[src/design/dataMemory.sv]
module dataMemory #(
    parameter int DmemWords = 64
) (
    input  logic        clk,
    input  logic        we,
    input  logic [31:0] addr,
    input  logic [31:0] wdata,
    output logic [31:0] rdata
);

    localparam int IdxW = $clog2(DmemWords);

    logic [31:0]     mem [DmemWords];
    logic [IdxW-1:0] wordIdx;

    // Word address, wraps at the memory depth
    assign wordIdx = addr[IdxW+1:2];

    always_ff @(posedge clk) begin
        if (we) begin
            mem[wordIdx] <= wdata;
        end
    end

    assign rdata = mem[wordIdx];

endmodule

[config.mk]
export PLATFORM = sky130hd
export DESIGN_NAME = dataMemory
export DESIGN_NICKNAME = d
export VERILOG_FILES = /design/src/design/dataMemory.sv
export SDC_FILE = /design/constraint.sdc
export NUM_CORES = 2
export LEC_CHECK = 0
export ABC_AREA = 1
export BUFFER_PORTS_ARGS = -buffer_cell sky130_fd_sc_hd__buf_2
export CAP_MARGIN = 5
export CELL_PAD_IN_SITES_DETAIL_PLACEMENT = 1
export CELL_PAD_IN_SITES_GLOBAL_PLACEMENT = 2
export CORE_MARGIN = 5
export CORE_UTILIZATION = 45
export DETAILED_ROUTE_END_ITERATION = 7
export PLACE_DENSITY = 0.93
export SLEW_MARGIN = 0
export SYNTH_ARGS = -nofsm -noshare
export SYNTH_HDL_FRONTEND = slang
export SYNTH_SLANG_ARGS = --single-unit
export TNS_END_PERCENT = 20
[constraint.sdc]
create_clock -name clk -period 11.71 [get_ports clk]
set_input_delay 2.342 -clock clk [delete_from_list [all_inputs] [get_ports clk]]
set_output_delay 2.342 -clock clk [all_outputs]
set_load 0.005 [all_outputs]
# Word-level counts from Yosys, hierarchy flattened

Memory sizes are Yosys's and may differ from the RTL's.
Cells that the tools add are included.

Muxes and demuxes: 2

Operators by type and width:

| kind             | count |
|---|---|
| 1-bit 2-to-1 mux | 2 |

RAM bits: 2048
Memories: 1
Register bits: 0
Bits of input ports: 66
Output and inout bits: 32
Word-level logic and storage cells: 3

Memories:

| name | depth | bits a word | read ports | clocked after Yosys merged registers in | write ports | RTL line | source |
|---|---|---|---|---|---|---|---|
| mem  | 64    | 32          | 1          | 0                                       | 1           | 13       | `logic [31:0] mem [DmemWords];` |

# Logic depth before layout (Yosys ltp)

Depth after elaboration: 2
Gate-level depth with buffers: 15
Depth with buffers taken out: 11

# Worst setup path before layout

OpenSTA, ideal clock, no wires.

Path kind: input -> register
Start point: input port addr[2]
End point: memory mem[41][0], enable pin
Arrival: 6.125 ns
Stages on the path: 6
Library setup time: 0.502 ns
Path slack: 5.083 ns
Buffers on the path: 4
Data required time: 11.208 ns
Cells stage by stage: buf_4 inv_2 buf_6 buf_4 buf_2 nor4_1

RTL lines:

| item        | RTL line | source |
|---|---|---|
| from (decl) | 6        | `input logic [31:0] addr,` |
| to (decl)   | 13       |  |

Straight into the memory's write port.

# Worst setup path in the final report

Start point: input port addr[2]
End point: output port rdata[22]

Word-level cells in the longest chain between the ends: 1

RTL lines:

| item                    | RTL line | source |
|---|---|---|
| memory read 64 x 32 bit | --       |  |
| to (decl)               | 8        | `output logic [31:0] rdata` |

No other way between the ends.

==> key figures <==
Outcome
  – Status: completed

Synth
  – Ranking of synthesized cells by area: edfxtp_1 (72%), nand2_1 (25%), buf_2 (1.4%), nor2_1 (0.60%), clkbuf_1 (0.59%)
  – Most frequent cell after synthesis: nand2_1
  – Seq/Total Area, Yosys: 71.6%
  – Commonest cells in the netlist: nand2_1 (5728), edfxtp_1 (2048), buf_2 (244)
  – Yosys reg bits: between 2000 and 2500
  – Leading area contributor after synthesis: edfxtp_1
  – Post-synth EDFFs: ~2000
  – Ys async rst share: 0%
  – Post-Synthesis Cells: between 8000 and 9000
  – Netlist cell types: 20
  – Mapped Nets: approximately 8500
  – Cell area after synthesis: between 80000 and 90000 sq um
  – Top_reg_cell synth: edfxtp_1
  – Yosys warning total: 0
  – Syn Area/Cell: ~10 sq um
  – Post-synth top area share: 71.6%

CTS
  – Post-CTS setup buffers: 0
  – CTS clk-pin slew, worst paths: ~60 ps
  – Clk sinks: 2048
  – TritonCTS buffer count: roughly 210
  – TritonCTS clock tree: done
  – CTS H-tree depth: 4
  – Post-cts hold buffer count: 0
  – Worst-case clock buffer depth: 3
  – Post-CTS resize count: 0
  – Root Driver: clkbuf_16

Layout
  – Final std cells w/o fill: about 11000
  – Register area: ~61000 sq um
  – Fin util: 50.4%
  – Multi-input gate area: ~23000 sq um
  – Fin area: roughly 96000 sq um
  – Most flops, register: mem
  – Final #Nets: 8481
  – Layout Area Growth over Synthesis: 11.4%
  – Max FFs per register: ~2000
  – Share of cells above drive strength 1: between 6 and 7%
  – Top flop regs: mem x2048
  – Fillers: 20457

Die
  – Initial Util: between 40% and 50%
  – Die area: between 150000 and 200000 sq um
  – Chip height: about 450 microns
  – Rows: 160
  – Core Footprint: 190000 sq um
  – Die W: 447 microns
  – I/O pins: just under 100

Run
  – Max-Cap Viols: 0

Worst setup path
  – Critical Path Source: addr[2]
  – Crit end category: output pin
  – Crit path kind: input pin to output pin
  – Worst Path Max Fanout: 79
  – Critical Path AT: 5900 ps
  – Worst path required time: ~9400 ps
  – Critical path startpoint category: input pin

STA
  – Slew headroom: between 10% and 20%
  – Worst-margin pin slew: ~1300 ps
  – Final setup viols: 0
  – Max Freq: about 0.12 GHz
  – Fin. Hold Viols: 0
  – Final Max Tran Viols: 0
  – RSZ-0062 raised after global routing: false
  – Time the worst path needs with I/O delays and setup: around 8200 ps
  – Final period util: between 70% and 80%
  – Setup TNS: 0 ps

Pwr
  – P_leak: just under 40 nW
  – PwrDens: roughly 160 nW/um^2
  – Total power draw: between 15 and 20 mW
  – Maximum VDD drop: around 0.13 mV

Place
  – Placed Area: approximately 90000 sq um
  – # port buffers: roughly 70
  – Routability cong.: between 0.7 and 0.8
  – Post-detail-place hpwl: approximately 140000 microns
  – Placed Cells: 10713

Worst hold path
  – Hold Path Origin: wdata[21]
  – Hold path depth: 2
  – Hold WC Path Type: input pin to flip-flop

Detailed routing
  – Remaining DRCs: 0
  – WL/cell: ~24 microns
  – Detailed Routing Iterations Pass 1: 6
  – Vias: 60520
  – Post-DRT Antenna Nets: 0
  – Initial DRC count: roughly 5500
  – Post-DR vias/cell: approximately 5.4
  – WL final: 265000 microns

GRT
  – GRT overflow: 0
  – Vias in the first global route: 63966
  – All-Layer GR Usage: around a quarter
  – First-pass GRT wire length: a little under 400000 microns
  – Largest net degree at the start of global routing: 182
  – Initial antenna violation count: 22
[cells in the final DEF (no fill, tap or decap), drive strengths merged, types with 8 or more instances in the layout]
cell type / n
buf: 216
bufinv: 14
clkbuf: 272
clkinv: 85
diode: 11
edfxtp: 2048
inv: 39
nand2: 5728
nand3: 13
nor2: 137
nor3: 8
[cell type report]
type,count,share of cell area (%)
diodes,11,0.0288
clock buffers,272,5.80
clock inverters,109,0.949
inverters,30,0.141
multi-input cells,5908,23.8
flip-flops and latches,2048,64.3
well taps,2511,3.28
repair buffers,216,1.67
[through the flow]
stage                     hold slack [ps]  setup WS [ps]
after floorplan                      2440           5080
after detailed placement             3050           3550
after CTS                            2170           3540
after global routing                 2200           3290
after global placement               3030           3640
final                                2200           3470
[worst max-delay path, stage by stage]
cell and delay (ps):
buf_8 310, buf_4 830, buf_4 710, nand2_1 110, nand2_1 120, nand2_1 60, nand2_1 90, nand2_1 50
nand2_1 130, nand2_1 70, nand2_1 230, nor2_1 270, nand2_1 270, buf_2 160
[per-layer routing]
layer,GRT usage (%),vias up,share of wire [%]
li1,-,27183,-
met1,32.8,30744,40
met2,46.9,2079,50
met3,3.53,514,6.3
met4,8.98,0,3.8
met5,0,-,0
[final timing paths]
kind,endpoint
max,rdata[22]
min,mem[0][21]$_DFFE_PP_
[logic make-up (layout without fill, tap and decap cells)]
group | count (synthesis) | after routing | synth area share [%]
DFF | 2048 | 2048 | 71.6
and+or+nand+nor | 5896 | 5896 | 25.9
other | 0 | 11 | 0
AOI/OAI and AO/OA | 12 | 12 | 0.0845
buffers and inverters | 452 | 627 | 2.41
[where the power goes]
| part | internal, mW | total, mW | switching [mW] | leakage (nW) |
|---|---|---|---|---|
| Sequential | 8.12 | 8.13 | 0.0123 | 18.4 |
| Combinational | 0.212 | 0.968 | 0.757 | 18.1 |
| Clock | 3.63 | 6.44 | 2.81 | 3.15 |
| Total | 12.0 | 15.5 | 3.57 | 39.7 |
Note: power is estimated with default switching activity, not from simulation.
