===== src/design/mipsCorePkg.sv =====
package mipsCorePkg;

    typedef enum logic [2:0] {
        aluAdd,
        aluSub,
        aluOr,
        aluSlt,
        aluLui
    } aluOp;

    typedef struct packed {
        logic regWrite;
        logic regDstRd;
        logic regDstRa;
        logic aluSrcImm;
        logic immSigned;
        aluOp aluSel;
        logic memRead;
        logic memWrite;
        logic branch;
        logic jump;
        logic jumpReg;
        logic link;
        logic trapOverflow;
    } ctrlWord;

    // One retired instruction
    typedef struct packed {
        logic        valid;
        logic [31:0] pc;
        logic        regWe;
        logic [4:0]  regAddr;
        logic [31:0] regData;
        logic        memWe;
        logic [31:0] memAddr;
        logic [31:0] memData;
    } commitInfo;

    localparam logic [31:0] resetPc = 32'h0000_3000;

endpackage


===== src/design/aluUnit.sv =====
module aluUnit (
    input  mipsCorePkg::aluOp op,
    input  logic [31:0]       a,
    input  logic [31:0]       b,
    output logic [31:0]       result,
    output logic              overflow
);
    import mipsCorePkg::*;

    logic [31:0] sum;
    logic [31:0] diff;
    logic        lessSigned;

    assign sum        = a + b;
    assign diff       = a - b;
    assign lessSigned = $signed(a) < $signed(b);

    // Same-sign operands giving a result of the other sign
    assign overflow = (a[31] == b[31]) && (sum[31] != a[31]);

    always_comb begin
        case (op)
            aluAdd:  result = sum;
            aluSub:  result = diff;
            aluOr:   result = a | b;
            aluSlt:  result = {31'd0, lessSigned};
            aluLui:  result = {b[15:0], 16'd0};
            default: result = sum;
        endcase
    end

endmodule


===== config.mk =====
export PLATFORM = sky130hd
export DESIGN_NAME = aluUnit
export DESIGN_NICKNAME = d
export VERILOG_FILES = /design/src/design/mipsCorePkg.sv /design/src/design/aluUnit.sv
export SDC_FILE = /design/constraint.sdc
export NUM_CORES = 1
export LEC_CHECK = 0
export BUFFER_PORTS_ARGS = -buffer_cell sky130_fd_sc_hd__buf_4
export CAP_MARGIN = 20
export CORE_UTILIZATION = 64
export DETAILED_ROUTE_END_ITERATION = 16
export MAX_ROUTING_LAYER = met4
export PLACE_DENSITY_LB_ADDON = 0.05
export SYNTH_ARGS = -nofsm -noshare
export SYNTH_HDL_FRONTEND = slang
export SYNTH_SLANG_ARGS = --single-unit

===== constraint.sdc =====
create_clock -name vclk -period 5.4
set_clock_uncertainty 0.2 [all_clocks]
set_input_delay 0.54 -clock vclk [all_inputs]
set_output_delay 0.54 -clock vclk [all_outputs]
set_load 0.01 [all_outputs]

# Yosys cells after proc, flatten, opt, wreduce, memory -nomap -nowiden
# Cells that the tools add are included.
dict set report totals {
  output_inout_bits 33
  register_bits 0
  input_bits 67
  elab_cells 12
}
dict set report op_classes {
  n_bitwise 1
  n_eq_ne 6
  n_reduce_logical 1
  magnitude_cmp 1
  n_addsub 2
  mux 1
}
# cell n
set op_table {}
lappend op_table {{one-hot mux 32 bit (4 select lines)} 1}
lappend op_table {{adder 32 bit} 1}
lappend op_table {{less-than comparator 32 bit} 1}
lappend op_table {{OR 32 bit} 1}
lappend op_table {{subtractor 32 bit} 1}
lappend op_table {{== test 3 x 2 -> 1 bit, second input constant} 2}
lappend op_table {{== test 3 x 1 -> 1 bit, second input constant} 1}
lappend op_table {{== test 3 bit, second input constant} 1}
lappend op_table {{== test 1 bit} 1}
lappend op_table {{logical AND 1 bit} 1}
lappend op_table {{inequality test 1 bit} 1}

# Longest topological paths before layout
dict set report logic_depth {
  ltp_word 3
  depth_mapped 12
}

# Worst setup path before layout
# Ideal clock, no wire load.
dict set report synth_timing {
  path_kind {input to output}
  from {in b[2]}
  to {out result[17]}
  setup_slack_ps 1748
  t_arrival_ps 2912
  cell_stages 11
  required_ps 4660
  path_buffers 0
  cell_sequence {inv_1 -> ha_1 -> or2b_2 -> o311ai_1 -> a311o_2 -> a31oi_4 -> a211o_1 -> a211oi_2 -> o31ai_2 -> mux2i_1 -> a211oi_1}
}
dict set report synth_via {
  elab_chain_len 2
  word_cells_on_any_way 3
}
# item line_no
set synth_rtl {}
lappend synth_rtl {{start, declared} aluUnit.sv:4} ;# input logic [31:0] b,
lappend synth_rtl {{adder 32 bit or subtractor 32 bit (tied branches)} {aluUnit.sv:14, aluUnit.sv:15}}
lappend synth_rtl {{one-hot mux 32 bit (4 select lines) *} aluUnit.sv:22} ;# case (op)
lappend synth_rtl {{end, declared} aluUnit.sv:5} ;# output logic [31:0] result,
# Mark *: on every way between the ends. The rest lies on a longest branch, timed or not.

# Final worst setup path
dict set report layout_timing {
  from {in b[0]}
  to {out result[30]}
}
# Same word-level chain as after synthesis.

==> results.yml <==
placed_design:
  dpl.cell_count: 894
  hpwl_mm: 12.9
  io_buffers: 100
  place_area_um2: 5640
  gp_congestion: 1.04
detailed_routing:
  viasPerCell: 6.70
  drtIter0Drc: 660
  ant_nets: 0
  drt_pass1_iterations: 7
  vias: 5988
  drc: 0
  post_drt_wl_per_cell_um: 18.6
  finalWirelength_mm: 16.6
power:
  power_mw: 0.708
  vdd_drop_max_v: 0.0000714
  p_leak_nw: 2.77
  power.density_nw_per_um2: 125
sta:
  relSlewSlack_pct: 34.5
  rsz0062_at_grt: "no"
  tightestPinTransition_ps: 983
  setup_viol_count_final: 0
  holdWs_ps: 1210
  fmax_ghz: 0.225
  setup_tns_ps: 0
  hold_violations: 0
  fin_crit_sh_pct: 82.2
  slew_viol_final: 0
  finalCriticalPeriod_ps: 4440
die:
  die_area_um2: 8050
  row_count: 31
  ioPinCount: 100
  start_util_pct: 67.2
  coreArea_um2: 7330
  die_h_um: 89.7
  die_w_um: 89.7
finish:
  n_clock_buffer: 0
  area_growth_pct: 14.5
  nets: 962
  fin_cells: 894
  ff_latch_area_um2: 0
  flops_and_latches: 0
  diodes: 0
  drive_gt1_share_pct: 17.6
  final_area_um2: 5640
logic_synthesis:
  yosys.area.top_type: "ha_1"
  seq_area_frac_synth_pct: 0
  ys_warn_count: 0
  syn-num-nets: 891
  synth_cells: 726
  avgSynthCellArea_um2: 6.79
  yosysTopAreaCellShare_pct: 24.4
  yosys-top-cells-area: "ha_1 (24%), inv_1 (7.3%), a21oi_1 (7.0%)"
  yosysUniqueCellTypes: 78
  syn_area_um2: 4930
status:
  status: "complete, no violations"
global_route:
  antenna_found_initial: 0
  grt-ovfl-total: 0
  grt_pass1_wl_mm: 26.5
  first_global_vias: 5589
  grt_use_total_pct: 40.3
  grt_max_degree: 30
clock_network:
  postCtsHoldBufs: 0
  post_cts_buffers: 0
  post_cts_resized: 0
worst_setup_path:
  critPathKind: "primary input to primary output"
  cp_max_fo: 5
  cp.required_ps: 4660
  start_kind: "primary input"
  worstSetupEndpointType: "primary output"
  critPathArrivalTime_ps: 3700
worst_hold_path:
  min-delay-path-class: "primary input to primary output"
run:
  drv_cap: 0
==> power by group <==
group,switching (mW),internal [mW]
combinational,0.414,0.294
sequential,0,0
clock,0,0
==> critical path: stages <==
cell and delay [ps]:
buf_4 130, ha_1 220, fa_1 420, a21oi_1 330
o211ai_1 200, a21oi_1 260, o31a_1 310, o21ai_0 170
a21o_1 270, a2111oi_2 370, mux2i_1 230, o2bb2ai_1 80
buf_4 150
==> layout make-up <==
type,instances,area [um^2]
Multi-Input combinational cell,594,4370
Inverter,96,360
Timing Repair Buffer,105,788
Fill cell,555,1690
Tap cell,99,124
==> cells by family (layout without fill, tap and decap cells) <==
logic type / Yosys count / count (layout) / share of synthesized area, %
AOI/OAI and AO/OA: 271 / 271 / 38.9
and+or+nand+nor: 205 / 205 / 20.4
buffers and inverters: 132 / 201 / 11.8
adders and majority gates: 98 / 98 / 25.2
xor gates and xnor gates: 13 / 13 / 2.31
muxes: 7 / 7 / 1.42
==> synthesized netlist by cell type (all sizes together), types with 4 or more instances <==
cell type	count
o2bb2ai	4
nand4	7
or2	5
ha	96
o311ai	6
a22oi	5
clkbuf	29
nor4	4
o221ai	8
o31ai	4
nand2b	4
and2	4
a221oi	14
a21o	11
o21a	5
nand2	49
a211oi	16
o21ai	41
buf	7
nor3	14
xnor2	12
o41ai	4
mux2i	7
o22ai	31
nor4b	4
nand3	13
inv	96
and3	5
o21bai	11
nor2	69
a21oi	70
or3	5
o211ai	7
a31oi	7
nor2b	8
or4	5
==> metal layers <==
metal  wire (um)  global-route usage, %  vias up
li1            -                      -     2782
met1        7100                   52.5     2742
met4         596                   16.0        0
met2        7230                   62.6      414
met3        1710                   5.58       50
met5           0                      -        -
==> placed cells by master, fill, tap and decap left out, types with 7 or more instances in the layout <==
| cell type | count |
|---|---|
| nand3_1 | 13 |
| mux2i_1 | 7 |
| xnor2_1 | 10 |
| o221ai_1 | 8 |
| a21oi_1 | 69 |
| a21o_1 | 11 |
| nor2b_1 | 8 |
| o21ai_0 | 35 |
| buf_4 | 105 |
| nor2_1 | 69 |
| o211ai_1 | 7 |
| nand2_1 | 49 |
| o21bai_1 | 11 |
| o22ai_1 | 31 |
| ha_1 | 96 |
| inv_1 | 96 |
| a211oi_1 | 13 |
| nor3_1 | 14 |
| a221oi_1 | 12 |
| nand4_1 | 7 |
==> path summary, 6_finish.rpt <==
check                 start  cells past startpoint          to  slack, ps
worst max-delay path   b[0]                     13  result[30]        960
worst min-delay path   b[7]                      4  result[23]       1210
==> stage by stage <==
step	setup WS [ps]	util (%)
after global placement	1260	77.0
after CTS	1080	77.0
after floorplan	1750	-
after detailed placement	1110	77.0
after global routing	844	77.0
final	963	77.0
Power figures use the tool's default switching activity.
