==> src/design/registerFile.sv <==
module registerFile (
    input  logic        clk,
    input  logic        rstN,
    input  logic        we,
    input  logic [4:0]  raddrA,
    input  logic [4:0]  raddrB,
    input  logic [4:0]  waddr,
    input  logic [31:0] wdata,
    output logic [31:0] rdataA,
    output logic [31:0] rdataB
);

    logic [31:0] regs [32];

    always_ff @(posedge clk or negedge rstN) begin
        if (!rstN) begin
            for (int i = 0; i < 32; i++) begin
                regs[i] <= '0;
            end
        end else if (we && waddr != 5'd0) begin
            regs[waddr] <= wdata;
        end
    end

    // Register 0 is hardwired to zero
    assign rdataA = (raddrA == 5'd0) ? 32'd0 : regs[raddrA];
    assign rdataB = (raddrB == 5'd0) ? 32'd0 : regs[raddrB];

endmodule

==> config.mk <==
export PLATFORM = sky130hd
export DESIGN_NAME = registerFile
export DESIGN_NICKNAME = d
export VERILOG_FILES = /design/src/design/registerFile.sv
export SDC_FILE = /design/constraint.sdc
export NUM_CORES = 2
export LEC_CHECK = 0
export BUFFER_PORTS_ARGS = -buffer_cell sky130_fd_sc_hd__buf_2
export CAP_MARGIN = 25
export CORE_MARGIN = 3
export CORE_UTILIZATION = 64
export DETAILED_ROUTE_END_ITERATION = 8
export GPL_TIMING_DRIVEN = 0
export PLACE_DENSITY_LB_ADDON = 0.3
export SLEW_MARGIN = 5
export SYNTH_ARGS = -nofsm -noshare
export SYNTH_HDL_FRONTEND = slang
export SYNTH_SLANG_ARGS = --single-unit
export TNS_END_PERCENT = 5
==> constraint.sdc <==
create_clock -name clk -period 3.4 [get_ports clk]
set_clock_uncertainty 0.1 [all_clocks]
set_input_delay 0.68 -clock clk [delete_from_list [all_inputs] [get_ports clk]]
set_output_delay 0.68 -clock clk [all_outputs]
set_load 0.05 [all_outputs]
After elaboration in Yosys (flattened, before gate mapping)
Index checks and enable logic that the tools add are counted.

word-level totals
  bits in registers = 1024
  input port bits = 50
  word-level logic and storage cells = 55

operators by class
  $lt $le $gt $ge = 4
  multiplexer cells = 11
  bitwise gates (word level) = 3
  reductions and logical operators = 5

operators by type and width
  cell                  count
  $bwmux W1024          1
  $bmux W32 S5          2
  $mux W32              7
  $demux W32 S5         1
  $ge A6 B6 Y1 const B  3
  $not A5 Y6            3
  $logic_not A5 Y1      2
  $lt A6 B1 Y1 const B  1
  $reduce_bool A5 Y1    1
  $logic_and A1 B1 Y1   2

Longest topological paths before layout
  depth in word-level cells = 6
  depth in mapped cells = 7

Worst setup path before layout
No wires, ideal clock.

  path kind = input to output
  from = in raddrA[0]
  to = out rdataA[14]
  data arrival time = 3.042 ns
  data required time = 2.620 ns
  setup slack = -0.422 ns
  stages on the path = 7
  cell sequence = buf_2 inv_1 buf_2 buf_2 clkbuf_1 o2111ai_1 a311oi_1

between the ends
  word-level cells in the longest chain between the ends = 5
  elaborated cells between the ends (all ways) = 6

ends and longest elaborated chain
  item                                          line  source
  start: declaration                            5     input logic [4:0] raddrA,
  $not A5 Y6 (not written as such)              26    assign rdataA = (raddrA == 5'd0) ? 32'd0 : regs[raddrA];
  $bmux W32 S5                                  26
  $mux W32 (not written as such) (2 in series)  26
  $mux W32 *                                    26
  end: declaration                              9     output logic [31:0] rdataA,

Every way passes the cells marked *; elsewhere a longest branch is shown, timed or not. The select of a mux whose other input is x is not followed.

Final worst setup path
  from = in raddrA[2]
  to = out rdataA[1]

Same word-level chain as after synthesis.

==> impl_metrics.toml <==
[timing]
setup_viol = 55
slew_headroom_pct = 21.50
fin_crit_ns = 3.593
min_period_over_period_pct = 105.7
fmax_ghz = 0.2783
slew_viol_final = 0
layout_setup_ws_ns = -0.1931
tightest_slew_ns = 1.178
rsz0062_at_grt = "true"
hold_viol_final = 0
whs_ns = 0.2740

[finish]
num-fill-cells = 4766
multi_input_area_um2 = 28330
nets = 3908
area_growth_pct = 16.59
drive_gt1_share_pct = 57.64
largest_reg_flops = 1024
top_regs = "regs (1024)"
regArea_um2 = 25620
final_util_pct = 75.51
max_flop_register = "regs"
final_cells = 5085

[synthesis]
synth_area_per_cell_um2 = 15.02
synth_fp_nets = 3671
synth_xor_area_share_pct = 0
synth_edf_count = 0
netlist_instances = 3621
synth_top_family_by_area = "multiplexers"
synthFlopType = "dfrtp_1"
synth_seq_cells = 1024
async_flop_share_pct = 100.0
seq_area_frac_synth_pct = 47.13
synth_mux_area_share_pct = 42.79
syn_area_um2 = 54370
synth-compound-area-share_pct = 4.842
synthSimpleGateAreaFrac_pct = 1.611
synthDistinctLibCells = 35
synth_warnings = 0
synth-adder-area-share_pct = 0

[global_route]
grt_max_degree = 153
grt_pass1_vias = 39410
antenna_found_initial = 9
groute.usage.overall_pct = 42.80
overflow = 0
grt_pass1_wl_um = 273500

[cts]
cts_buffers = 108
clk_pin_slew_ns = 0.06
clock-sinks = 1024
clock-root-buffer = "clkbuf_16"
clk_latency_ns = 0.67
clock_path_buffers = 3
cts_tree = "done"
ctsHtreeMaxLevel = 3

[floorplanning]
rows = 106
design.core.area_um2 = 83950
start_util_pct = 64.76
die_h_um = 297.5
die_x_um = 297.5
num_io_pins = 114
dieArea_um2 = 88490

[hold_path]
holdPathStages = 2
min_to = "regs[27]"
hp-class = "primary input to flop"
min_from = "wdata[27]"

[detailed_routing]
ant_nets = 0
drt_wl_total_um = 191100
viasPerCell = 7.700
drt_iter0_drc = 5795
num_vias = 39150
drt_pass1_iterations = 6
drc_errors = 0
wire_per_inst_um = 37.58

[placement]
dp_hpwl_um = 131200
place_ws_ns = -1.658
placed_cells = 4869
portBuffers = 103
routabilityCongestion = 1.010

[critical_path]
cp_max_fo = 10
arrival_ns = 2.81
rr_startpoint = "regs[855]"
reg2reg_depth = 1
endpoint_kind = "output pin"
r2r_setup_slack_ns = 2.44
startpoint_type = "primary input"
crit_required_ns = 2.62
rr_endpoint = "regs[855]"
critPathKind = "primary input to output pin"

[power]
irDropWorstVdd_uv = 446.2
p_per_area_nw_per_um2 = 598.6
p_leak_nw = 27.13

[flow_run]
cap_violations = 0

[status]
status = "finished, violations left"
violations = "negative setup slack"
## how the worst max path moves through the flow
stage,start,to,slack (ns),depth (start not counted)
after floorplan,raddrA[0],rdataA[23],-0.42,7
after global placement,rstN,regs[135],-20.69,1
after detailed placement,raddrB[0],rdataB[19],-1.66,8
after CTS,raddrB[1],rdataB[16],-0.05,8
after global routing,raddrA[2],rdataA[1],-0.12,7
final,raddrA[2],rdataA[1],-0.19,7
## repair_timing
| item | in CTS | in global routing |
|---|---|---|
| hold buffers | 1 | 0 |
| endpoints found under the setup margin | 64 | 64 |
| endpoints found under the hold margin | 74 | 0 |
| buffers inserted | 8 | 5 |
| resized for setup | 647 | 96 |
| pin swaps | 50 | 41 |
## cell type report
cell class,count,share of cell area [%]
Multi-Input combinational cell,2163,44.70
Sequential cell,1024,40.42
Inverter,2,0.01184
Tap cell,1134,2.238
Clock buffer,163,5.211
Clock inverter,36,0.7520
Antenna cell,4,0.01579
Buffer,430,4.769
Timing Repair Buffer,129,1.883
## cells by family (layout without fill, tap and decap cells)
family / after synthesis / count (layout)
AOI/OAI and AO/OA: 366 / 366
buffers and inverters: 434 / 760
DFF: 1024 / 1024
muxes: 1632 / 1632
other: 0 / 4
and+or+nand+nor: 165 / 165
## cell usage after synthesis (3+ instances only)
| master | n | area (um^2) |
|---|---|---|
| nor2_1 | 19 | 71.32 |
| mux4_2 | 448 | 10090 |
| a22oi_1 | 64 | 480.5 |
| buf_4 | 34 | 255.2 |
| o21ai_1 | 9 | 45.04 |
| nor2b_1 | 71 | 444.2 |
| o2111ai_1 | 18 | 157.7 |
| nor3_1 | 3 | 15.01 |
| mux2_1 | 10 | 112.6 |
| nand4b_1 | 3 | 26.28 |
| or3_1 | 3 | 18.77 |
| clkbuf_1 | 223 | 837.1 |
| o21ai_0 | 101 | 505.5 |
| buf_1 | 3 | 11.26 |
| mux2_2 | 1046 | 11780 |
| mux2i_1 | 128 | 1281 |
| nand2b_1 | 5 | 31.28 |
| buf_2 | 170 | 850.8 |
| a311oi_1 | 64 | 560.5 |
| a221oi_1 | 46 | 402.9 |
| nand2_1 | 49 | 183.9 |
| a211oi_1 | 64 | 480.5 |
| dfrtp_1 | 1024 | 25620 |
## worst max-delay path, stage by stage
cell,delay (ns)
buf_6,0.22
buf_4,0.31
buf_6,0.31
clkbuf_8,0.33
a211oi_4,0.13
a311oi_2,0.51
buf_4,0.30
## through the flow
stage	power, W	area, um^2	setup TNS (ns)
CTS	0.03718	62920	-0.5468
finish	0.03794	63390	-3.768
detailed placement	0.02412	56580	-78.96
global placement	0.02368	56320	-
floorplan	0.02154	54390	-25.05
global route	0.03888	63390	-2.125
## layer usage
layer	vias up	GRT usage, %	wire length (um)
met4	4	21.56	12360
met5	-	0	22
met3	859	20.90	31230
met2	3413	60.69	81700
li1	14500	-	-
met1	20370	55.07	65810
## where the power goes
part,switching [W],total [W],internal (W)
Combinational,0.00424,0.00891,0.00467
Sequential,0.00187,0.0164,0.0145
Clock,0.00515,0.0127,0.00751
## cell usage in the layout (no fill, tap or decap), types with 9 or more instances in the layout
cell	synthesis	routed
mux2_2	1046	1046
dfrtp_1	1024	1024
mux4_2	448	448
clkbuf_1	223	167
buf_2	170	138
mux2i_1	128	128
clkbuf_16	0	113
buf_6	0	82
buf_4	34	72
nor2b_1	71	67
o21ai_0	101	65
clkbuf_8	0	50
nand2_1	49	49
a221oi_1	46	43
a211oi_4	0	33
a22oi_2	0	33
a22oi_1	64	31
a311oi_2	0	31
o21ai_1	9	28
clkbuf_4	1	27
clkbuf_2	1	24
a211oi_2	0	24
a311oi_4	0	19
buf_8	0	18
buf_12	0	18
clkinv_2	0	18
o21ai_2	0	17
a311oi_1	64	14
nor2_1	19	13
bufinv_16	0	11
o2111ai_2	0	10
mux2_1	10	10
buf_16	0	9
(Power assumes the default switching activity.)
