File: src/design/mipsIsaPkg.sv
package mipsIsaPkg;

    // Primary opcodes
    localparam logic [5:0] opRtype = 6'h00;
    localparam logic [5:0] opJ     = 6'h02;
    localparam logic [5:0] opJal   = 6'h03;
    localparam logic [5:0] opBeq   = 6'h04;
    localparam logic [5:0] opAddi  = 6'h08;
    localparam logic [5:0] opAddiu = 6'h09;
    localparam logic [5:0] opOri   = 6'h0d;
    localparam logic [5:0] opLui   = 6'h0f;
    localparam logic [5:0] opLw    = 6'h23;
    localparam logic [5:0] opSw    = 6'h2b;

    // Funct codes under opRtype
    localparam logic [5:0] fnJr   = 6'h08;
    localparam logic [5:0] fnAddu = 6'h21;
    localparam logic [5:0] fnSubu = 6'h23;
    localparam logic [5:0] fnSlt  = 6'h2a;

    localparam logic [4:0] regFlag = 5'd30;
    localparam logic [4:0] regRet  = 5'd31;

    // Immediate is bits 15:0, jump index is bits 25:0
    typedef struct packed {
        logic [5:0] op;
        logic [4:0] rs;
        logic [4:0] rt;
        logic [4:0] rd;
        logic [4:0] shamt;
        logic [5:0] funct;
    } instrFields;

endpackage

File: src/design/mipsCorePkg.sv
package mipsCorePkg;

    typedef enum logic [2:0] {
        aluAdd,
        aluSub,
        aluOr,
        aluSlt,
        aluLui
    } aluOp;

    typedef struct packed {
        logic regWrite;
        logic regDstRd;
        logic regDstRa;
        logic aluSrcImm;
        logic immSigned;
        aluOp aluSel;
        logic memRead;
        logic memWrite;
        logic branch;
        logic jump;
        logic jumpReg;
        logic link;
        logic trapOverflow;
    } ctrlWord;

    // One retired instruction
    typedef struct packed {
        logic        valid;
        logic [31:0] pc;
        logic        regWe;
        logic [4:0]  regAddr;
        logic [31:0] regData;
        logic        memWe;
        logic [31:0] memAddr;
        logic [31:0] memData;
    } commitInfo;

    localparam logic [31:0] resetPc = 32'h0000_3000;

endpackage

File: src/design/controlDecoder.sv
module controlDecoder (
    input  mipsIsaPkg::instrFields instr,
    output mipsCorePkg::ctrlWord   ctrl
);
    import mipsIsaPkg::*;
    import mipsCorePkg::*;

    always_comb begin
        // Unknown encodings fall through as a no-op
        ctrl = '0;
        case (instr.op)
            opRtype: begin
                case (instr.funct)
                    fnAddu: begin
                        ctrl.regWrite = 1'b1;
                        ctrl.regDstRd = 1'b1;
                        ctrl.aluSel   = aluAdd;
                    end
                    fnSubu: begin
                        ctrl.regWrite = 1'b1;
                        ctrl.regDstRd = 1'b1;
                        ctrl.aluSel   = aluSub;
                    end
                    fnSlt: begin
                        ctrl.regWrite = 1'b1;
                        ctrl.regDstRd = 1'b1;
                        ctrl.aluSel   = aluSlt;
                    end
                    fnJr: ctrl.jumpReg = 1'b1;
                    default: ctrl = '0;
                endcase
            end
            opAddi, opAddiu, opLw: begin
                ctrl.regWrite     = 1'b1;
                ctrl.aluSrcImm    = 1'b1;
                ctrl.immSigned    = 1'b1;
                ctrl.aluSel       = aluAdd;
                ctrl.trapOverflow = (instr.op == opAddi);
                ctrl.memRead      = (instr.op == opLw);
            end
            opOri: begin
                ctrl.regWrite  = 1'b1;
                ctrl.aluSrcImm = 1'b1;
                ctrl.aluSel    = aluOr;
            end
            opLui: begin
                ctrl.regWrite  = 1'b1;
                ctrl.aluSrcImm = 1'b1;
                ctrl.aluSel    = aluLui;
            end
            opSw: begin
                ctrl.aluSrcImm = 1'b1;
                ctrl.immSigned = 1'b1;
                ctrl.aluSel    = aluAdd;
                ctrl.memWrite  = 1'b1;
            end
            opBeq: ctrl.branch = 1'b1;
            opJ:   ctrl.jump   = 1'b1;
            opJal: begin
                ctrl.jump     = 1'b1;
                ctrl.link     = 1'b1;
                ctrl.regWrite = 1'b1;
                ctrl.regDstRa = 1'b1;
            end
            default: ctrl = '0;
        endcase
    end

endmodule

File: config.mk
export PLATFORM = sky130hd
export DESIGN_NAME = controlDecoder
export DESIGN_NICKNAME = d
export VERILOG_FILES = /design/src/design/mipsIsaPkg.sv /design/src/design/mipsCorePkg.sv /design/src/design/controlDecoder.sv
export SDC_FILE = /design/constraint.sdc
export NUM_CORES = 1
export LEC_CHECK = 0
export BUFFER_PORTS_ARGS = -buffer_cell sky130_fd_sc_hd__buf_2
export CAP_MARGIN = 0
export CORE_AREA = 2 2 39 41
export DETAILED_ROUTE_END_ITERATION = 16
export DIE_AREA = 0 0 41 43
export PLACE_DENSITY_LB_ADDON = 0.08
export SYNTH_ARGS = -nofsm -noshare
export SYNTH_HDL_FRONTEND = slang
export SYNTH_SLANG_ARGS = --single-unit
File: constraint.sdc
create_clock -name vclk -period 1.48
set_input_delay 0.222 -clock vclk [all_inputs]
set_output_delay 0.222 -clock vclk [all_outputs]
set_load 0.01 [all_outputs]
### Word-level counts from Yosys, hierarchy flattened

Index checks and enable logic that the tools add are counted.

| cells by class | value |
|---|---|
| equal/unequal tests | 13 |
| mux-type cells | 15 |
| reduce and logical (&&, ||, !) cells | 7 |

Operators with widths:

| operator | number |
|---|---|
| 6-bit by 4-bit == test with 1-bit output (second input constant) | 5 |
| 6-bit == test (second input constant) | 5 |
| 6-bit by 2-bit == test with 1-bit output (second input constant) | 2 |
| 6-bit OR reduction | 2 |
| 1-bit 2-to-1 mux | 11 |
| 3-bit one-hot mux with 3 select lines | 1 |
| 6-bit by 3-bit == test with 1-bit output (second input constant) | 1 |
| 6-bit logical NOT | 1 |
| 3-bit OR reduction | 2 |
| 2-bit one-hot mux with 2 select lines | 1 |
| 4-bit OR reduction | 1 |
| 2-bit 2-to-1 mux | 1 |
| 1-bit one-hot mux with 2 select lines | 1 |
| 2-bit OR reduction | 1 |

| storage, ports and cells | value |
|---|---|
| bits in registers | 0 |
| input port bits | 32 |
| logic and storage cells | 35 |

### Depth between registers and ports, before layout

| logic depth | value |
|---|---|
| depth after elaboration | 4 |
| gate-level depth with buffers | 4 |
| gate-level depth less buffers | 3 |

### Worst setup path after synthesis

OpenSTA, ideal clock, no wires.

| path | value |
|---|---|
| kind | input to output |
| start point | input instr[29] in the netlist's numbering |
| end point | output ctrl[12] in the netlist's numbering |
| arrival | 1.397 ns |
| slack | -0.139 ns |
| stages | 4 |
| path through | clkbuf_4 or4bb_1 nor3_1 buf_4 |

RTL lines:

| item | line | RTL |
|---|---|---|
| start: declaration | controlDecoder.sv:2 | `input mipsIsaPkg::instrFields instr,` |
| end: declaration | controlDecoder.sv:3 | `output mipsCorePkg::ctrlWord ctrl` |

==> results.ini <==
[finish]
final_design_area_no_fill_um2=542
nNetsFinal=110
final_layout_size_suffix_gt1_frac=0.605
register_area_um2=0
seq_cells=0
multi_input_comb_area_um2=283
num_antenna_cells=0
clock_buffer_count=0
fill_cells=163
syn_to_final_growth_pct=81.2

[placed_design]
post_dp_cell_area_um2=482
routabilityCongestion=0.694
dpl.hpwl_um=807
place.port_buffers=27

[detailed_routing]
via_per_inst=4.89
drt_pass1_iterations=3
drc_errors=0
postRouteWirelength_mm=1.01
ant_nets=0
initialDrtViolationCount=3
via_count=450
detail_route.wl_per_cell_um=10.9

[run_status]
violations_in_the_final_reports=negative setup slack
run_status=finished, violations left

[grt]
use_met3=0.00524
groute.layer.met2.usage=0.166
grt_use_total=0.112
initial_antenna_violation_count=0
via_count_of_the_first_global_routing_pass=332
grt_pass1_wl_mm=1.48
gr-total-overflow=0
largest_net_degree_at_the_start_of_global_routing=11
groute.layer.met1.usage=0.184
grt-busiest-layer=met1

[power]
power_switching_share=0.462
power-per-cell-area_mw_per_mm2=201
power_leakage_uw=0.000271
internal_power_uw=58.5
p_clk_frac=0
power_uw=109
sequentialPowerShare=0
comb_power_share=1.000
vdd_ir_drop_max_uv=63.3
netSwitchingPower_uw=50.2

[floorplanning]
die-height_um=43
placement_rows=14
initial_core_util=0.216
placeableCoreArea_mm2=0.00138
dieWidth_um=41
die_area_mm2=0.00176
floorplan.io_pins=47

[timing]
setup-violations-final=1
shortest_clock_period_the_worst_path_allows_after_layout_ns=1.50
relSlewSlack=0.744
fin_worst_hold_slack_ns=0.793
worst_pin_slew_ns=0.380
tns_ns=-0.0189
fmax_ghz=0.667
rsz0062_at_grt=yes
post_route_setup_slack_ns=-0.0189
finalMaxSlewViolations=0
final.period_utilization=1.01
final_hold_viol_count=0

[critical_path]
worst_ep_arrival_time_ns=1.28
critical_path.endpoint_type=output pin
crit_type=in -> out
worst_setup_path_start_kind=input port
crit_path_max_fanout=4
cp.required_ns=1.26

[logic_synthesis]
mappedNetlistNets=78
area_contributors_post_synth=sky130_fd_sc_hd__nor3b_1, sky130_fd_sc_hd__nor4_1, sky130_fd_sc_hd__nor2_1, sky130_fd_sc_hd__buf_4, sky130_fd_sc_hd__nand2_1
netlist_area_um2=299
synth_area_leader_cell=sky130_fd_sc_hd__nor3b_1
synth_top_area_frac=0.100
yosysSeqAreaShare=0
yosysUniqueCellTypes=26
synth_cells=46
post_syn_area_per_cell_um2=6.50
synth-warning-count=0

[hold_path]
timing.hold.worst.class=in -> out

[job]
timing.max_cap.violations=0

[clock_tree]
ctsHoldBuffers=0

-- critical path, cell delays in order --
cell	delay, ns
sky130_fd_sc_hd__buf_8	0.10
sky130_fd_sc_hd__or4bb_4	0.55
sky130_fd_sc_hd__and3_4	0.20
sky130_fd_sc_hd__o22ai_2	0.07
sky130_fd_sc_hd__buf_2	0.14
-- repair_timing --
action                     in CTS  in global routing
pin swaps                       4                  2
setup buffers                   0                  1
gates resized for setup        10                  5
setup endpoints to repair       4                  7
hold endpoints to repair        0                  0
-- cells in the mapped netlist --
library cell,instances
sky130_fd_sc_hd__nor2_1,6
sky130_fd_sc_hd__nand2_1,4
sky130_fd_sc_hd__nor3b_1,4
sky130_fd_sc_hd__nor4_1,4
sky130_fd_sc_hd__a21oi_1,2
sky130_fd_sc_hd__buf_2,2
sky130_fd_sc_hd__buf_4,2
sky130_fd_sc_hd__nand3_1,2
sky130_fd_sc_hd__nor3_1,2
sky130_fd_sc_hd__o21ai_0,2
sky130_fd_sc_hd__a31oi_1,1
sky130_fd_sc_hd__and2_2,1
sky130_fd_sc_hd__and2b_1,1
sky130_fd_sc_hd__and2b_2,1
sky130_fd_sc_hd__and3_1,1
sky130_fd_sc_hd__and3b_1,1
sky130_fd_sc_hd__and3b_2,1
sky130_fd_sc_hd__and4_1,1
sky130_fd_sc_hd__buf_6,1
sky130_fd_sc_hd__clkbuf_4,1
sky130_fd_sc_hd__inv_1,1
sky130_fd_sc_hd__nand4b_1,1
sky130_fd_sc_hd__o22ai_2,1
sky130_fd_sc_hd__o32ai_1,1
sky130_fd_sc_hd__or4b_4,1
sky130_fd_sc_hd__or4bb_1,1
-- per-stage QoR --
| step | util | cells | worst slack, ns |
|---|---|---|---|
| 2_1_floorplan | - | 46 | -0.00321 |
| 3_3_place_gp | 0.348 | 91 | -0.0974 |
| 3_5_place_dp | 0.348 | 91 | -0.0921 |
| 4_1_cts | 0.375 | 91 | -0.0293 |
| 5_1_grt | 0.392 | 92 | -0.0621 |
| 6_report | 0.392 | 92 | -0.0189 |
-- per-layer routing --
layer  share of wire  wire length (µm)
met3           0.095                96
met2            0.46               460
met4               0                 0
met5               0                 0
met1            0.45               449
-- path summary, 6_finish.rpt --
path | startpoint | end | slack [ns] | depth (start not counted)
worst max-delay path | instr[29] | ctrl[14] | -0.02 | 5
worst min-delay path | instr[1] | ctrl[7] | 0.79 | 4
-- power by group through the flow --
stage	Combinational, µW	Sequential [µW]	Clock, µW
2_1_floorplan	54.0	0	0
3_3_place_gp	94.7	0	0
3_5_place_dp	94.6	0	0
4_1_cts	105	0	0
5_1_grt	120	0	0
6_report	109	0	0
-- kinds of logic after synthesis --
| family | Yosys count | share of synthesized area |
|---|---|---|
| buf+inv | 7 | 0.159 |
| compound gates | 7 | 0.159 |
| simple gates | 32 | 0.682 |
-- final cells by class --
type	instances	area share
well taps	16	0.0370
inverters	1	0.00693
repair buffers	36	0.434
multi-input cells	39	0.522
-- layout by cell type, fill, tap and decap left out --
| cell | netlist | final |
|---|---|---|
| sky130_fd_sc_hd__nor3b_1 | 4 | 4 |
| sky130_fd_sc_hd__inv_1 | 1 | 1 |
| sky130_fd_sc_hd__and2_2 | 1 | 1 |
| sky130_fd_sc_hd__nor4_2 | 0 | 1 |
| sky130_fd_sc_hd__o32ai_1 | 1 | 1 |
| sky130_fd_sc_hd__and3b_1 | 1 | 1 |
| sky130_fd_sc_hd__o21ai_0 | 2 | 2 |
| sky130_fd_sc_hd__o22ai_2 | 1 | 1 |
| sky130_fd_sc_hd__buf_8 | 0 | 2 |
| sky130_fd_sc_hd__nand3_1 | 2 | 1 |
| sky130_fd_sc_hd__or4bb_4 | 0 | 1 |
| sky130_fd_sc_hd__nor3_4 | 0 | 1 |
| sky130_fd_sc_hd__and2b_1 | 1 | 1 |
| sky130_fd_sc_hd__nor3_1 | 2 | 1 |
| sky130_fd_sc_hd__a31oi_1 | 1 | 1 |
| sky130_fd_sc_hd__nor2_1 | 6 | 6 |
| sky130_fd_sc_hd__nor4_1 | 4 | 3 |
| sky130_fd_sc_hd__buf_2 | 2 | 23 |
| sky130_fd_sc_hd__and4_1 | 1 | 1 |
| sky130_fd_sc_hd__and3b_2 | 1 | 1 |
| sky130_fd_sc_hd__a21oi_1 | 2 | 2 |
| sky130_fd_sc_hd__buf_4 | 2 | 9 |
| sky130_fd_sc_hd__and3_4 | 0 | 1 |
| sky130_fd_sc_hd__and2b_2 | 1 | 1 |
| sky130_fd_sc_hd__nand4b_1 | 1 | 1 |
| sky130_fd_sc_hd__buf_6 | 1 | 2 |
| sky130_fd_sc_hd__nand3_2 | 0 | 1 |
| sky130_fd_sc_hd__or4b_4 | 1 | 1 |
| sky130_fd_sc_hd__nand2_1 | 4 | 4 |
Note: power is estimated with default switching activity, not from simulation.
