### src/design/mipsCorePkg.sv
package mipsCorePkg;

    typedef enum logic [2:0] {
        aluAdd,
        aluSub,
        aluOr,
        aluSlt,
        aluLui
    } aluOp;

    typedef struct packed {
        logic regWrite;
        logic regDstRd;
        logic regDstRa;
        logic aluSrcImm;
        logic immSigned;
        aluOp aluSel;
        logic memRead;
        logic memWrite;
        logic branch;
        logic jump;
        logic jumpReg;
        logic link;
        logic trapOverflow;
    } ctrlWord;

    // One retired instruction
    typedef struct packed {
        logic        valid;
        logic [31:0] pc;
        logic        regWe;
        logic [4:0]  regAddr;
        logic [31:0] regData;
        logic        memWe;
        logic [31:0] memAddr;
        logic [31:0] memData;
    } commitInfo;

    localparam logic [31:0] resetPc = 32'h0000_3000;

endpackage

### src/design/instrFetch.sv
module instrFetch #(
    parameter int ImemWords = 64
) (
    input  logic        clk,
    input  logic        rstN,
    input  logic        run,
    input  logic        takeBranch,
    input  logic        jump,
    input  logic        jumpReg,
    input  logic [31:0] regTarget,
    input  logic        progWe,
    input  logic [31:0] progAddr,
    input  logic [31:0] progData,
    output logic [31:0] pc,
    output logic [31:0] instr
);
    import mipsCorePkg::*;

    localparam int IdxW = $clog2(ImemWords);

    logic [31:0] imem [ImemWords];
    logic [31:0] pcPlus4;
    logic [31:0] branchOffset;
    logic [31:0] nextPc;

    assign pcPlus4      = pc + 32'd4;
    assign branchOffset = {{14{instr[15]}}, instr[15:0], 2'b00};

    always_comb begin
        if (jumpReg) begin
            nextPc = regTarget;
        end else if (jump) begin
            nextPc = {pcPlus4[31:28], instr[25:0], 2'b00};
        end else if (takeBranch) begin
            nextPc = pcPlus4 + branchOffset;
        end else begin
            nextPc = pcPlus4;
        end
    end

    always_ff @(posedge clk or negedge rstN) begin
        if (!rstN) begin
            pc <= resetPc;
        end else if (run) begin
            pc <= nextPc;
        end
    end

    // progAddr is a byte address with the same word mapping as the PC
    always_ff @(posedge clk) begin
        if (progWe) begin
            imem[progAddr[IdxW+1:2]] <= progData;
        end
    end

    // Word index wraps at the memory depth
    assign instr = imem[pc[IdxW+1:2]];

endmodule

### config.mk
export PLATFORM = sky130hd
export DESIGN_NAME = instrFetch
export DESIGN_NICKNAME = d
export VERILOG_FILES = /design/src/design/mipsCorePkg.sv /design/src/design/instrFetch.sv
export SDC_FILE = /design/constraint.sdc
export NUM_CORES = 2
export LEC_CHECK = 0
export BUFFER_PORTS_ARGS = -buffer_cell sky130_fd_sc_hd__buf_2
export CORE_ASPECT_RATIO = 0.9
export CORE_MARGIN = 2
export CORE_UTILIZATION = 55
export CTS_CLUSTER_DIAMETER = 100
export CTS_CLUSTER_SIZE = 10
export DETAILED_ROUTE_END_ITERATION = 10
export PLACE_DENSITY_LB_ADDON = 0.1
export SYNTH_ARGS = -nofsm -noshare
export SYNTH_HDL_FRONTEND = slang
export SYNTH_SLANG_ARGS = --single-unit
### constraint.sdc
create_clock -name clk -period 6.8 [get_ports clk]
set_clock_uncertainty 0.05 [all_clocks]
set_input_delay 1.02 -clock clk [delete_from_list [all_inputs] [get_ports clk]]
set_output_delay 1.02 -clock clk [all_outputs]
set_load 0.02 [all_outputs]
# Word-level counts from Yosys, hierarchy flattened
# Memories as Yosys holds them, arrays and structs flattened.
# Index checks and enable logic that the tools add are counted.
# classes
muxes,5
n_addsub,2
# op_table
operator,count
32-bit 2-to-1 mux,3
"32-bit by 3-bit adder with 32-bit output, second input constant",1
32-bit adder,1
1-bit 2-to-1 mux,2
# totals
ramBits,2048
input_bits,103
reg_bits,32
out_inout_bits,64
wordCells,9
memories,1
# memory_table
memory,words,word_bits,read_ports,rd_ports_with_merged_regs,write_ports,line,source
imem,64,32,1,0,1,instrFetch.sv:21,logic [31:0] imem [ImemWords];

# Logic depth before layout (Yosys ltp)
# depth
word_depth,5
mapped_depth,21
mapped_depth_nobuf,17

# Worst setup path before layout
# OpenSTA, ideal clock, no wires.
# synth_path
kind,flip-flop to flip-flop
from,register pc[3]
to,register pc[26]
arrival_ns,5.354
required_time_ns,6.656
synth_period_minus_slack_ns,5.497
slack_ns,1.303
n_path_buf,4
setup_time_ns,0.094
stages_incl_launch_ff,20
cell_sequence,dfrtp_1 clkbuf_1 buf_2 buf_2 clkbuf_1 mux4_2 mux4_2 mux4_2 ha_1 fa_1 a21o_1 a21oi_1 o21bai_1 o22a_1 a31oi_1 o21ai_0 a311oi_1 xnor2_1 nor2_1 a211oi_1
# synth_via
elab_chain_cells,5
elab_cells_between_ends,6
classes_between,add/sub: 2; mux: 3; memory: 1
# synth_lines
element,line,source
from (decl),instrFetch.sv:14,"output logic [31:0] pc,"
from (signal assigned),instrFetch.sv:43,pc <= resetPc;
from (signal assigned),instrFetch.sv:45,pc <= nextPc;
memory read 64 x 32 bit,n/a,
named net instr[0],instrFetch.sv:15,output logic [31:0] instr
32-bit adder,instrFetch.sv:35,nextPc = pcPlus4 + branchOffset;
32-bit 2-to-1 mux,instrFetch.sv:34,end else if (takeBranch) begin
32-bit 2-to-1 mux,instrFetch.sv:32,end else if (jump) begin
32-bit 2-to-1 mux,instrFetch.sv:30,if (jumpReg) begin
# The timed path passes the listed nets, and every way through them passes these cells.
# A chain may end at the register's enable or synchronous reset.

# Worst setup path in the final report
# layout_path
from,register pc[2]
to,register pc[26]
# layout_via
elab_chain_cells,5
elab_cells_between_ends,6
classes_between,add/sub: 2; mux: 3; memory: 1
# layout_lines
element,line
32-bit by 3-bit adder with 32-bit output or memory read 64 x 32 bit (tied branches),n/a
32-bit adder,instrFetch.sv:35
32-bit 2-to-1 mux,instrFetch.sv:34
32-bit 2-to-1 mux *,instrFetch.sv:32
32-bit 2-to-1 mux *,instrFetch.sv:30
# Mark *: on every way between the ends. The rest lies on a longest branch, timed or not.

==> summary.json <==
{
  "timing_max_transition_violations_final": {"value": 0},
  "buffer_ports.inserted": {"value": 140},
  "cts.root.buffer_cell": {"value": "sky130_fd_sc_hd__clkbuf_16"},
  "syn2layout_area_growth": {"value": 12.1, "unit": "%"},
  "postSynthCellCount": {"value": 3500},
  "static_leakage": {"value": 0.0286, "unit": "uW"},
  "ys_seq_area_share": {"value": 76.3, "unit": "%"},
  "numPlacedInstances": {"value": 5565},
  "post-dp-hpwl": {"value": 118000, "unit": "um"},
  "yosys_warnings": {"value": 0},
  "synth_seq_cells": {"value": 2080},
  "post_synth_edffs": {"value": 2048},
  "maxCapViolations": {"value": 0},
  "outcome": {"value": "finished clean"},
  "grt.overflow.total": {"value": 0},
  "tritoncts.num_buffers": {"value": 225},
  "critical_path_class": {"value": "reg2reg"},
  "async_reset_ff_share": {"value": 1.54, "unit": "%"},
  "first_pass_iters": {"value": 5},
  "final_antenna_net_count": {"value": 0},
  "post_cts.repair.setup_buffers": {"value": 0},
  "setup_total_negative_slack": {"value": 0, "unit": "ns"},
  "fp.dieW": {"value": 410, "unit": "um"},
  "yosys_most_used_dff": {"value": "sky130_fd_sc_hd__edfxtp_1"},
  "cts_hold_buffers": {"value": 0},
  "final-setup-viol-count": {"value": 0},
  "worst_slew_pin_slew": {"value": 1.23, "unit": "ns"},
  "max-slew-margin-rel": {"value": 17.9, "unit": "%"},
  "rsz0062_at_grt": {"value": "false"},
  "clock_tree_from_tritoncts": {"value": "yes"},
  "routed-via-count": {"value": 39000},
  "initial_antenna_violation_count": {"value": 16},
  "drive_gt1_share": {"value": 32.8, "unit": "%"},
  "clock_insertion_delay_worst_skew": {"value": 0.82, "unit": "ns"},
  "cts.sink_count": {"value": 2080},
  "num_rows": {"value": 134},
  "post_layout_nonfiller_instances": {"value": 5822},
  "synth.avg_cell_area": {"value": 23.3, "unit": "um^2"},
  "report.final.hold_viol_count": {"value": 0},
  "design_power_total": {"value": 32800, "unit": "uW"},
  "crit_required": {"value": 7.47, "unit": "ns"},
  "grt_max_degree": {"value": 118},
  "coreArea": {"value": 148000, "unit": "um^2"},
  "layout.core_utilization": {"value": 61.9, "unit": "%"},
  "syn_nets": {"value": 3634},
  "maximum_ir_drop_on_the_vdd_rail": {"value": 0.000270, "unit": "V"},
  "die_h": {"value": 370, "unit": "um"},
  "cts_repair_resize_count": {"value": 0},
  "grt_pass1_wl": {"value": 288000, "unit": "um"},
  "critPathMaxFanout": {"value": 21},
  "drt-total-wl": {"value": 201000, "unit": "um"},
  "netlist_area": {"value": 81700, "unit": "um^2"},
  "number_of_global_route_vias_before_repair": {"value": 39900},
  "critPathLaunchType": {"value": "flop"},
  "cts_max_path_buffers": {"value": 3},
  "drc_errors": {"value": 0},
  "via_per_inst": {"value": 6.70},
  "fmax": {"value": 163, "unit": "MHz"},
  "hold_class": {"value": "in2async"},
  "timing.critical_path.arrival": {"value": 6.82, "unit": "ns"},
  "period_share": {"value": 90.5, "unit": "%"},
  "place_congestion": {"value": 0.910},
  "endpoint_kind": {"value": "flop"},
  "top_level_ports": {"value": 167},
  "clk_pin_slew_worst_paths": {"value": 0.07, "unit": "ns"},
  "cts_max_level": {"value": 4},
  "die_outline_area": {"value": 152000, "unit": "um^2"},
  "power.density": {"value": 358, "unit": "nW/um^2"},
  "period_needed": {"value": 6.15, "unit": "ns"},
  "drtIter0Drc": {"value": 5302},
  "globalRouteTotalUtil": {"value": 27.0, "unit": "%"},
  "final_stage_net_count": {"value": 3954},
  "yosys.cell_types.count": {"value": 60},
  "start_util": {"value": 55.2, "unit": "%"},
  "avgRoutedWirePerCell": {"value": 34.6, "unit": "um"}
}
==> sequential cells by signal, indices dropped and copies added (netlist names) <==
| register | cells |
|---|---|
| imem | 2048 |
| pc | 32 |
==> cell usage after synthesis, types with 5 or more instances <==
cell type                  count  area [um^2]
sky130_fd_sc_hd__a211oi_1     10         75.1
sky130_fd_sc_hd__a21o_1       21          158
sky130_fd_sc_hd__a21oi_1      53          265
sky130_fd_sc_hd__a221oi_1      5         43.8
sky130_fd_sc_hd__a31oi_1       9         56.3
sky130_fd_sc_hd__and2_1        5         31.3
sky130_fd_sc_hd__and3_1       10         62.6
sky130_fd_sc_hd__and4_1        6         52.6
sky130_fd_sc_hd__buf_1        36          135
sky130_fd_sc_hd__buf_2        43          215
sky130_fd_sc_hd__buf_4        15          113
sky130_fd_sc_hd__buf_6        12          135
sky130_fd_sc_hd__clkbuf_1     81          304
sky130_fd_sc_hd__dfrtp_1      30          751
sky130_fd_sc_hd__edfxtp_1   2048        61500
sky130_fd_sc_hd__ha_1         30          375
sky130_fd_sc_hd__inv_1        11         41.3
sky130_fd_sc_hd__mux2i_1       6         60.1
sky130_fd_sc_hd__mux4_2      667        15000
sky130_fd_sc_hd__nand2_1      62          233
sky130_fd_sc_hd__nand2b_1      5         31.3
sky130_fd_sc_hd__nand3_1      21          105
sky130_fd_sc_hd__nand4_1      11         68.8
sky130_fd_sc_hd__nor2_1      119          447
sky130_fd_sc_hd__nor2b_1       8         50.1
sky130_fd_sc_hd__nor3_1        9         45.0
sky130_fd_sc_hd__o211ai_1     11         82.6
sky130_fd_sc_hd__o21a_1        5         37.5
sky130_fd_sc_hd__o21ai_0      24          120
sky130_fd_sc_hd__o21ai_1       7         35.0
sky130_fd_sc_hd__o22ai_1       7         43.8
sky130_fd_sc_hd__o31ai_1       5         37.5
sky130_fd_sc_hd__or3_1         7         43.8
sky130_fd_sc_hd__xnor2_1      33          289
sky130_fd_sc_hd__xor2_1       16          140
==> cell families after synthesis <==
| logic type | count (synthesis) | synth area share (%) |
|---|---|---|
| compound gates | 192 | 1.55 |
| simple gates | 271 | 1.51 |
| fa+ha+maj | 31 | 0.484 |
| buf+inv | 200 | 1.16 |
| xor+xnor | 49 | 0.525 |
| mux | 677 | 18.5 |
| flops | 2080 | 76.3 |
==> cell type report <==
cell class,instances,area [um^2]
Multi-Input combinational cell,1220,18900
Clock buffer,245,5750
Sequential cell,2080,62300
Fill cell,9938,56300
Tap cell,1972,2470
Inverter,13,48.8
Timing Repair Buffer,280,1910
Antenna cell,1,2.50
Clock inverter,11,140
==> per-layer routing <==
metal  GRT usage, %  vias to the layer above  routed length [um]
li1               -                    15600                   -
met1           40.2                    21300               82300
met2           42.6                     1841               97700
met3           4.95                      293               17800
met4           5.64                        2                3490
met5              0                        -                  19
==> power breakdown <==
group	total (uW)	internal (uW)	switching (uW)
sequential	14400	14200	196
clock	10400	5860	4490
combinational	8010	3470	4550
total	32800	23600	9230
==> critical path: stages (launching register included) <==
cell,delay [ns]
sky130_fd_sc_hd__dfrtp_4,0.77
sky130_fd_sc_hd__buf_4,0.49
sky130_fd_sc_hd__mux4_2,0.57
sky130_fd_sc_hd__mux4_2,0.49
sky130_fd_sc_hd__mux4_2,0.59
sky130_fd_sc_hd__ha_1,0.27
sky130_fd_sc_hd__fa_1,0.44
sky130_fd_sc_hd__a21o_1,0.20
sky130_fd_sc_hd__a21oi_1,0.22
sky130_fd_sc_hd__o21bai_1,0.14
sky130_fd_sc_hd__o22a_1,0.28
sky130_fd_sc_hd__a31oi_1,0.20
sky130_fd_sc_hd__buf_4,0.16
sky130_fd_sc_hd__o21ai_0,0.16
sky130_fd_sc_hd__a311oi_1,0.50
sky130_fd_sc_hd__xnor2_1,0.20
sky130_fd_sc_hd__nor2_1,0.08
sky130_fd_sc_hd__a211oi_1,0.23
==> path summary, 6_finish.rpt <==
check,start,endpoint,slack (ns),depth (start not counted)
worst min-delay path,rstN,pc[28]$_DFFE_PN0P_,0.23,1
worst max register to register,pc[2]$_DFFE_PN0P_,pc[26]$_DFFE_PN0P_,0.65,17
worst min register to register,pc[1]$_DFFE_PN0P_,pc[1]$_DFFE_PN0P_,0.45,1
worst max-delay path,pc[2]$_DFFE_PN0P_,pc[26]$_DFFE_PN0P_,0.65,17
min in group clk,regTarget[1],pc[1]$_DFFE_PN0P_,0.41,2
max in group asynchronous,rstN,pc[2]$_DFFE_PN0P_,5.86,1
==> layout by cell type, fill, tap and decap left out, types with 16 or more instances in the layout <==
cell	count
sky130_fd_sc_hd__dfrtp_1	25
sky130_fd_sc_hd__xnor2_1	33
sky130_fd_sc_hd__xor2_1	16
sky130_fd_sc_hd__nor2_4	62
sky130_fd_sc_hd__nor2_1	57
sky130_fd_sc_hd__nand3_1	21
sky130_fd_sc_hd__a21oi_1	53
sky130_fd_sc_hd__o21ai_0	24
sky130_fd_sc_hd__buf_2	140
sky130_fd_sc_hd__nand2_1	62
sky130_fd_sc_hd__ha_1	30
sky130_fd_sc_hd__edfxtp_1	2048
sky130_fd_sc_hd__clkbuf_1	18
sky130_fd_sc_hd__buf_4	127
sky130_fd_sc_hd__a21o_1	21
sky130_fd_sc_hd__clkbuf_16	227
sky130_fd_sc_hd__mux4_2	667
==> metrics by stage <==
step                hold WS [ns]  cell area (um^2)  setup slack [ns]
detailed placement         0.445             85700             0.660
global placement           0.427             85700             0.650
CTS                        0.192             91600             0.651
finish                     0.230             91600             0.647
global route               0.251             91600             0.330
floorplan                  0.498             81700              1.30
(Power assumes the default switching activity.)
